File: src/complexFirPkg.sv
//********************
// Shared types for the complex FIR. Sample and coefficient parts are 8-bit
// two's complement, and results are 21 bits wide, enough for up to 16 taps.
//********************

`default_nettype none

package complexFirPkg;

	// One signed component of an input sample.
	typedef logic signed [7:0] sampleT;

	// One signed component of a filter coefficient.
	typedef logic signed [7:0] coeffT;

	// One signed component of a filter result.
	// A 16-bit product, 1 bit for the complex add and 4 bits of growth over 16 taps.
	typedef logic signed [20:0] accT;

	// Complex input sample, real part in the upper byte.
	typedef struct packed {
		sampleT re;
		sampleT im;
	} complexSampleT;

	// Complex coefficient, real part in the upper byte.
	typedef struct packed {
		coeffT re;
		coeffT im;
	} complexCoeffT;

	// Complex filter result, 42 bits in total.
	typedef struct packed {
		accT re;
		accT im;
	} complexResultT;

	// Control states of the filter core.
	typedef enum logic [1:0] {
		IDLE,
		LOADING,
		RUNNING,
		STOPPED
	} firStateT;

endpackage

`default_nettype wire

File: src/coeffSource.sv
//********************
// Streams the built-in coefficient table, one entry per clock, after coeffEnable.
// Entry k is (2k-5) + j(6-3k). A new request must wait for the stream to end.
//********************

`timescale 1ns/1ns
`default_nettype none

module coeffSource import complexFirPkg::*; #(
	parameter int LENGTH = 8
) (
	input  logic         clock,
	input  logic         arstN,
	input  logic         coeffEnable,
	output complexCoeffT coeffOut,
	output logic         coeffValid,
	output logic         coeffDone
);

	// The counter must reach LENGTH itself, so it gets one spare code.
	localparam int IDX_W = $clog2(LENGTH + 1);

	// Index of the next table entry to put on coeffOut.
	logic [IDX_W-1:0] index;

	// The table is fixed, so each entry is computed from its index.
	function automatic complexCoeffT tableEntry(input int k);
		complexCoeffT entry;
		entry.re = coeffT'(2 * k - 5);
		entry.im = coeffT'(6 - 3 * k);
		return entry;
	endfunction

	// Stream control.
	// coeffValid stays high for LENGTH cycles, and coeffDone marks the last one.
	always_ff @(posedge clock or negedge arstN) begin
		if (!arstN) begin
			coeffValid <= 1'b0;
			coeffDone <= 1'b0;
			index <= '0;
		end else if (coeffEnable && !coeffValid) begin
			coeffValid <= 1'b1;
			coeffDone <= 1'b0;
			index <= IDX_W'(1);
		end else if (coeffValid) begin
			if (coeffDone) begin
				coeffValid <= 1'b0;
				coeffDone <= 1'b0;
			end else begin
				coeffDone <= (index == IDX_W'(LENGTH - 1));
				index <= index + 1'b1;
			end
		end
	end

	// The entry itself is payload and follows the same schedule as the index.
	always_ff @(posedge clock) begin
		if (coeffEnable && !coeffValid) begin
			coeffOut <= tableEntry(0);
		end else if (coeffValid && !coeffDone) begin
			coeffOut <= tableEntry(int'(index));
		end
	end

	// The core must not ask for a new table while one is still streaming.
	enableWhileActive: assert property (
		@(posedge clock) disable iff (!arstN) coeffEnable |-> !coeffValid
	) else $error("coeffEnable arrived while the coefficient stream was active");

endmodule

`default_nettype wire

File: config.mk
export PLATFORM = sky130hd
export DESIGN_NAME = coeffSource
export DESIGN_NICKNAME = d
export VERILOG_FILES = /design/src/complexFirPkg.sv /design/src/coeffSource.sv
export SDC_FILE = /design/constraint.sdc
export NUM_CORES = 1
export LEC_CHECK = 0
export BUFFER_PORTS_ARGS = -buffer_cell sky130_fd_sc_hd__clkbuf_2
export CAP_MARGIN = 20
export CORE_UTILIZATION = 53
export CTS_CLUSTER_SIZE = 40
export DETAILED_ROUTE_END_ITERATION = 7
export GPL_TIMING_DRIVEN = 0
export PLACE_DENSITY = 0.78
export SLEW_MARGIN = 30
export SYNTH_ARGS = -nofsm -noshare
export SYNTH_HDL_FRONTEND = slang
export SYNTH_SLANG_ARGS = --single-unit
File: constraint.sdc
create_clock -name clock -period 2.85 [get_ports clock]
set_clock_uncertainty 0.15 [all_clocks]
set_input_delay 0.285 -clock clock [delete_from_list [all_inputs] [get_ports clock]]
set_output_delay 0.285 -clock clock [all_outputs]
set_load 0.005 [all_outputs]
==> impl_metrics.yaml <==
run_status:
  status: "finished, final reports clean"
clock_tree:
  cts_max_level: 1
  ctsResizeCount: 0
  cts_setup_buffers: 0
  clk_latency_ns: 0.30
  numCtsBuffers: 3
  cts_tree: "built"
  clock-root-buffer: "clkbuf_4"
  clk_pin_slew_ns: 0.11
  cts_buffer_depth: 2
  cts.sinks: 18
timing:
  setup_slack_ns: 0.394
  holdWs_ns: 0.177
  setup_violations: 0
  period_minus_slack_ns: 2.46
  slew_viol_final: 0
  fmax_mhz: 407
  grt_setup_unrepaired: "no"
  finalCritPeriodShare: 0.862
  fin_tns_setup_ns: 0
  hold_violations: 0
critical_path:
  crit_family: "adder cells"
  cp.buffers_inverters: 2
  start_kind: "flip-flop"
  crit_arrival_ns: 2.51
  crit_required_ns: 2.90
  rr_startpoint: "index[2]"
  cp_max_fo: 8
  path_class: "flip-flop to flip-flop"
  slowest_stage: "dfrtp_1"
  end_kind: "flip-flop"
  worst_path_most_repeated_cell: "inv_1"
  worst_path_largest_cell_delay_ns: 0.56
  critical_path.startpoint: "index[2]"
  crit_chain: "inv_1 -> ha_1 -> inv_1 -> fa_1 -> o31ai_1 -> xnor2_1 -> a22o_1"
synth:
  synth_area_leader_cell: "dfxtp_1"
  ys_ff_latch: 18
  synth.cell_area_um2: 1070
  yosysWarningCount: 0
  syn_nets: 120
  synth_cells: 102
  yosysSeqAreaShare: 0.364
  synth_area_per_cell_um2: 10.5
  synth_area_leaders: "dfxtp_1 22%, ha_1 15%, dfrtp_1 14%, a2bb2oi_2 8.4%, inv_1 4.2%"
  synth.top_cell.area_share: 0.224
  synth_edf_count: 0
  yosysUniqueCellTypes: 35
  async_flop_share: 0.333
  synth_flop_cell: "dfxtp_1"
floorplanning:
  dieArea_um2: 2210
  start_util: 0.595
  rows: 15
  core_um2: 1800
  ios: 21
  die_h_um: 47.0
  fp.dieW_um: 47.0
placement:
  dp_hpwl_um: 1550
  portBuffers: 19
  finalWeightedCongestion: 0.745
  dp_worst_setup_slack_ns: 0.438
detailed_routing:
  firstDrtPassIters: 4
  wl_um: 2130
  drt-initial-drc-count: 11
  route.detailed.drc: 0
  vias: 798
  wl_per_cell_um: 14.1
  ant_nets: 0
  viasPerCell: 5.28
global_routing:
  grt_start_max_net_pins: 11
  grt_pass1_vias: 771
  grt_use_total: 0.232
  grt_pass1_wl_um: 3510
  grt-ovfl-total: 0
  antenna_found_initial: 0
finish:
  area_growth_syn_to_layout_pct: 16.1
  final_common_cell: "clkbuf_2"
  drive_gt1_frac: 0.302
  diodes: 0
  nets: 145
  final_cell_mix: "19 x clkbuf_2, 13 x ha_1, 12 x inv_1, 12 x dfxtp_1, 7 x nand2_1"
job:
  drv_cap: 0
worst_hold_path:
  hp-class: "input port to async pin"
==> final timing paths <==
check	to	slack, ns	cells past startpoint
max reg2reg	coeffOut[5]	0.39	7
min in group clock	coeffDone	0.20	3
max in group asynchronous	index[3]	2.23	2
max	coeffOut[5]	0.39	7
min	index[1]	0.18	2
min reg2reg	coeffOut[3]	0.35	1
==> sequential cells by signal (all words and copies together), names as in the netlist <==
register    count
coeffOut       12
index           4
coeffDone       1
coeffValid      1
==> through the flow <==
stage / area, µm² / instances / utilization
2_1_floorplan: 1070 / 102 / -
3_3_place_gp: 1200 / 146 / 0.665
3_5_place_dp: 1200 / 146 / 0.665
4_1_cts: 1240 / 151 / 0.691
5_1_grt: 1240 / 151 / 0.691
6_report: 1240 / 151 / 0.691
==> synthesized netlist by cell type, drive strengths merged, types with 2 or more instances <==
master and count:
ha 13, inv 13, dfxtp 12, nand2 7, a2bb2oi 6, buf 6, dfrtp 6, o21ai 5
a21oi 3, a22o 3, xor2 3, fa 2, nand2b 2, nand3b 2, o31ai 2, xnor2 2
==> worst reg2reg max path: cells and delay by family, from the launching register on <==
family / cells / cell delay [ns]
buffers and inverters: 2 / 0.30
adder cells (fa/ha/maj): 2 / 0.74
AO/OA/AOI/OAI: 2 / 0.52
flip-flops: 1 / 0.56
XOR/XNOR: 1 / 0.09
==> layer usage <==
layer	track usage	wire length, µm
met5	0	0
met3	0.0385	76
met1	0.290	913
met4	0.0971	34
met2	0.397	1100
==> area by class of cell <==
class / instances / area (µm²)
Buffer: 7 / 50.0
Tap cell: 25 / 31.3
Sequential cell: 18 / 390
Timing Repair Buffer: 20 / 105
Clock buffer: 4 / 36.3
Inverter: 13 / 53.8
Multi-Input combinational cell: 64 / 578
Fill cell: 146 / 557
==> cell families (layout without fill, tap and decap cells) <==
group                    count (synthesis)  in the layout  share of synthesized area
AO/OA/AOI/OAI                           26             26                      0.214
buffers and inverters                   20             44                     0.0968
flip-flops                              18             18                      0.364
AND/OR/NAND/NOR                         16             16                     0.0829
adder cells (fa/ha/maj)                 15             15                      0.189
XOR/XNOR                                 5              5                     0.0408
other                                    1              1                    0.00350
multiplexers                             1              1                    0.00934
==> what timing repair did <==
| item | CTS | global route |
|---|---|---|
| hold buffers | 1 | 0 |
| setup endpoints to repair | 0 | 0 |
| endpoints found under the hold margin | 6 | 0 |
Power is left out: the tool's default activity adds up to more than one toggle a clock period on the data nets, which glitch-free logic cannot reach.
