`config.mk`:
```
export PLATFORM = sky130hd
export DESIGN_NAME = complexFirCore
export DESIGN_NICKNAME = d
export VERILOG_FILES = /design/src/complexFirPkg.sv /design/src/complexFirCore.sv
export SDC_FILE = /design/constraint.sdc
export NUM_CORES = 1
export LEC_CHECK = 0
export BUFFER_PORTS_ARGS = -buffer_cell sky130_fd_sc_hd__buf_4
export CORE_MARGIN = 4
export CORE_UTILIZATION = 50
export DETAILED_ROUTE_END_ITERATION = 8
export PLACE_DENSITY_LB_ADDON = 0.12
export SETUP_SLACK_MARGIN = 0.5
export SLEW_MARGIN = 40
export SYNTH_ARGS = -nofsm -noshare
export SYNTH_HDL_FRONTEND = slang
export SYNTH_SLANG_ARGS = --single-unit
```
`constraint.sdc`:
```
create_clock -name clock -period 1.8 [get_ports clock]
set_input_delay 0.18 -clock clock [delete_from_list [all_inputs] [get_ports clock]]
set_output_delay 0.18 -clock clock [all_outputs]
set_load 0.01 [all_outputs]
```
`src/complexFirPkg.sv`:
```
//********************
// Shared types for the complex FIR. Sample and coefficient parts are 8-bit
// two's complement, and results are 21 bits wide, enough for up to 16 taps.
//********************

`default_nettype none

package complexFirPkg;

	// One signed component of an input sample.
	typedef logic signed [7:0] sampleT;

	// One signed component of a filter coefficient.
	typedef logic signed [7:0] coeffT;

	// One signed component of a filter result.
	// A 16-bit product, 1 bit for the complex add and 4 bits of growth over 16 taps.
	typedef logic signed [20:0] accT;

	// Complex input sample, real part in the upper byte.
	typedef struct packed {
		sampleT re;
		sampleT im;
	} complexSampleT;

	// Complex coefficient, real part in the upper byte.
	typedef struct packed {
		coeffT re;
		coeffT im;
	} complexCoeffT;

	// Complex filter result, 42 bits in total.
	typedef struct packed {
		accT re;
		accT im;
	} complexResultT;

	// Control states of the filter core.
	typedef enum logic [1:0] {
		IDLE,
		LOADING,
		RUNNING,
		STOPPED
	} firStateT;

endpackage

`default_nettype wire

```
`src/complexFirCore.sv`:
```
//********************
// Control core of the complex FIR. Strobes are single cycles with no handshake.
// Samples are taken only while ready is high, and a start clears the sample history.
//********************

`timescale 1ns/1ns
`default_nettype none

module complexFirCore import complexFirPkg::*; #(
	parameter int LENGTH = 8
) (
	input  logic                       clock,
	input  logic                       arstN,
	input  logic                       startFlag,
	input  logic                       stopFlag,
	input  logic                       loadDataFlag,
	input  complexSampleT              dataIn,
	input  complexCoeffT               coeffOut,
	input  logic                       coeffValid,
	input  logic                       coeffDone,
	output logic                       coeffEnable,
	output logic                       ready,
	output complexCoeffT  [LENGTH-1:0] tapCoeffs,
	output complexSampleT [LENGTH-1:0] tapSamples,
	output logic                       shiftPulse
);

	firStateT state;

	// A start is honoured only when no load or run is in progress.
	logic startAccept;

	// A sample is taken only while the filter runs.
	logic sampleAccept;

	assign startAccept = startFlag && (state == IDLE || state == STOPPED);
	assign sampleAccept = loadDataFlag && (state == RUNNING);

	// Ready is a plain decode of the state.
	assign ready = (state == RUNNING);

	// State machine and the two control pulses.
	// coeffEnable follows an accepted start by one cycle, and shiftPulse
	// follows an accepted sample by one cycle.
	always_ff @(posedge clock or negedge arstN) begin
		if (!arstN) begin
			state <= IDLE;
			coeffEnable <= 1'b0;
			shiftPulse <= 1'b0;
		end else begin
			coeffEnable <= startAccept;
			shiftPulse <= sampleAccept;
			case (state)
				IDLE, STOPPED: begin
					if (startFlag) begin
						state <= LOADING;
					end
				end
				LOADING: begin
					// The last coefficient carries coeffDone, so the buffer is full here.
					if (coeffValid && coeffDone) begin
						state <= RUNNING;
					end
				end
				RUNNING: begin
					// A sample in the same cycle is still taken.
					if (stopFlag) begin
						state <= STOPPED;
					end
				end
				default: begin
					state <= IDLE;
				end
			endcase
		end
	end

	// Coefficient buffer.
	// New entries enter at the top and move down, so entry 0 ends in tap 0
	// after LENGTH shifts.
	always_ff @(posedge clock) begin
		if (coeffValid) begin
			tapCoeffs <= {coeffOut, tapCoeffs[LENGTH-1:1]};
		end
	end

	// Sample delay line.
	// Tap 0 holds the newest sample x[n], and tap k holds x[n-k].
	// A start empties the history so that older samples count as zero.
	always_ff @(posedge clock) begin
		if (startAccept) begin
			tapSamples <= '0;
		end else if (sampleAccept) begin
			tapSamples <= {tapSamples[LENGTH-2:0], dataIn};
		end
	end

	// The source may only stream while the core waits for the table.
	coeffOnlyInLoading: assert property (
		@(posedge clock) disable iff (!arstN) coeffValid |-> state == LOADING
	) else $error("coeffValid seen outside the LOADING state");

	// Beyond 16 taps the 21-bit result can overflow.
	lengthInRange: assert property (
		@(posedge clock) disable iff (!arstN) (LENGTH >= 2) && (LENGTH <= 16)
	) else $error("LENGTH must lie between 2 and 16");

endmodule

`default_nettype wire

```
==> results.py <==
metrics = {
    "route": {
        "via_count": 6462,
        "routed_wl_um": 23100,
        "routed_via_density": 4.93,
        "drc": 0,
        "postRouteAntennaNets": 0,
        "wl_met1_um": 9060,
        "wl_met3_um": 1890,
        "drt_first_pass_iters": 5,
        "met2_length_um": 11300,
        "drtIter0Drc": 331,
        "post_drt_wl_per_cell_um": 17.6,
        "highest_layer": "met4",
    },
    "timing": {
        "fin_tns_setup_ps": 0,
        "worst_pin_slew_ps": 267,
        "period_minus_slack_ps": 1450,
        "hold_violations": 0,
        "fmax_mhz": 687,
        "grt_setup_unrepaired": "yes",
        "period_share_pct": 80.8,
        "finalClockSkew_ps": 23.5,
        "slew_viol_final": 0,
        "setup_viol": 0,
        "holdWs_ps": 16.2,
        "slew_headroom_pct": 82.2,
    },
    "setup_path": {
        "end_kind": "output pin",
        "cp_slowest_stage_delay_ps": 390,
        "arrival_ps": 1270,
        "path_delay_family": "flip-flops",
        "crit_slowest_cell": "dfrtp_1",
        "worst-setup-path-type": "flop to output pin",
        "crit_path_max_fanout": 3,
        "path_cells": "inv_2 > ha_4 > buf_6",
        "critPathLaunchType": "flop",
        "worst-path-buf-inv": 2,
        "critPathRequiredTime_ps": 1620,
    },
    "grt": {
        "antenna_found_initial": 0,
        "track_usage_pct": 21.3,
        "grt_pass1_vias": 5992,
        "grt_overflow_total": 0,
        "grt_max_degree": 49,
        "grt_pass1_wl_um": 33900,
    },
    "final_layout": {
        "nets": 1107,
        "drive_above_1_share_pct": 42.9,
        "area_delta_synth_final_pct": 47.6,
        "n_antenna_cell": 0,
        "final_cell_count_no_fill": 1311,
    },
    "floorplan": {
        "start_util_pct": 50.9,
        "design.die.area_um2": 19700,
        "ios": 298,
        "die_x_um": 141,
        "core_um2": 17200,
        "fp.dieH_um": 141,
        "fp-row-count": 48,
    },
    "clocking": {
        "cts_made_buffers": 26,
        "cts-root-buf": "clkbuf_16",
        "cts_tree": "built",
        "h-tree-depth": 1,
        "clockBufferDepth": 3,
        "clkLatencyLatePin_ps": 520,
        "clkSinkCount": 260,
        "path_clk_slew_ps": 60,
    },
    "synthesis": {
        "netlist_instances": 700,
        "ys_ff_latch": 260,
        "seq_area_frac_synth_pct": 74.1,
        "yosysTopAreaCell": "edfxtp_1",
        "avgSynthCellArea_um2": 12.5,
        "synthTopCellsByArea": "edfxtp_1 44%, dfxtp_1 29%, nand2_1 11%",
        "syn-cell-area_um2": 8780,
        "yosys.area.top_type_share_pct": 43.8,
        "yosysUniqueCellTypes": 20,
        "syn_nets": 741,
        "ys_warn_count": 0,
    },
    "power": {
        "total_power_w": 0.0151,
        "p_per_area_nw_per_um2": 1160,
        "cellLeakagePower_nw": 5.13,
        "ir_worst_vdd_v": 0.000923,
    },
    "place": {
        "io_buffers": 297,
        "gp_congestion": 0.799,
        "hpwl_um": 14400,
        "placed_cells": 1199,
    },
    "worst_hold_path": {
        "hold_path_class": "input pin to flop",
    },
    "run": {
        "cap_violations": 0,
    },
    "run_status": {
        "outcome": "finished, final reports clean",
    },
}
## kinds of logic (layout without fill, tap and decap cells)
family                     count (synthesis)  after routing  share of synthesized area, %
and+or+nand+nor                          262            264                          11.3
DFF                                      260            260                          74.1
AOI/OAI and AO/OA                        130            130                          10.5
buffers and inverters                     45            429                          3.68
adders and majority gates                  2              2                         0.285
muxes                                      1              1                         0.114
## state kept, by name, indices dropped and copies added (netlist names)
name,count
tapCoeffs,128
tapSamples,128
coeffEnable,1
state,2
shiftPulse,1
## routing by layer
metal	vias up	track usage [%]
met1	3055	27.6
met2	244	34.5
met5	-	0
met4	0	7.50
met3	49	6.25
li1	3114	-
## Yosys cell counts
cell / number
ha_1: 2
and2_1: 1
edfxtp_1: 128
buf_2: 18
buf_4: 11
nand2_1: 257
mux2i_1: 1
a21oi_2: 70
inv_1: 2
clkbuf_1: 1
buf_6: 12
nor3_1: 1
dfrtp_1: 4
o32ai_1: 1
nor2b_1: 2
dfxtp_1: 128
inv_2: 1
a21oi_1: 58
nand2_2: 1
a211oi_1: 1
## power by group
group | internal (W) | total, W | switching [W]
clock network | 0.00299 | 0.00518 | 0.00219
registers | 0.00662 | 0.00688 | 0.000256
logic | 0.00141 | 0.00303 | 0.00161
total | 0.0110 | 0.0151 | 0.00406
## cell type report
type	instances	area (µm²)
clock inverters	21	149
multi-input cells	397	2030
clock buffers	27	676
repair buffers	378	3300
well taps	225	282
fillers	1130	4280
inverters	3	23.8
flip-flops and latches	260	6510
## worst reg2reg max path, stage by stage, from the launching register on
cell and delay [ps]:
dfrtp_1 420, ha_4 190, nand2_4 190, buf_16 260, nand2_1 100, a21oi_1 180
## stage by stage
| step | area (µm²) | setup WS (ps) | util (%) |
|---|---|---|---|
| 6_report | 13000 | 345 | 75.2 |
| 5_1_grt | 13000 | 295 | 75.2 |
| 4_1_cts | 12600 | 352 | 72.8 |
| 3_5_place_dp | 11300 | 291 | 65.5 |
| 3_3_place_gp | 11300 | 358 | 65.5 |
| 2_1_floorplan | 8830 | 486 | - |
## what timing repair did
item,CTS,global route
pin swaps,1,3
hold buffers,34,0
hold endpoints to repair,36,0
gates resized for setup,10,28
gates cloned,1,11
buffers inserted,3,15
endpoints found under the setup margin,132,154
## layout by cell type, fill, tap and decap left out
master and instances:
a211oi_4 1, a21oi_1 56, a21oi_2 72, and2_2 2, and2_4 1, buf_12 12, buf_16 3, buf_4 305
buf_6 18, buf_8 1, bufinv_16 2, clkbuf_16 32, clkinv_1 10, clkinv_2 1, clkinv_8 1, clkinvlp_2 6
clkinvlp_4 1, dfrtp_1 4, dfxtp_1 127, dfxtp_2 1, dlygate4sd3_1 34, edfxtp_1 128, ha_4 2, inv_1 1
inv_2 1, inv_6 1, mux2i_1 1, nand2_1 257, nand2_4 1, nor2b_2 1, nor2b_4 1, nor3_1 1
o32ai_1 1
## worst paths after layout
check,startpoint,cells after the start,slack (ps),to
max,state[0],3,350,ready
min,coeffValid,1,20,tapCoeffs[70]
max reg2reg,state[1],5,370,tapSamples[113]
min reg2reg,tapCoeffs[47],0,440,tapCoeffs[31]
max in group asynchronous,arstN,3,1030,coeffEnable
min in group asynchronous,arstN,3,580,state[1]
No activity file was read; power rests on OpenSTA's default activity.
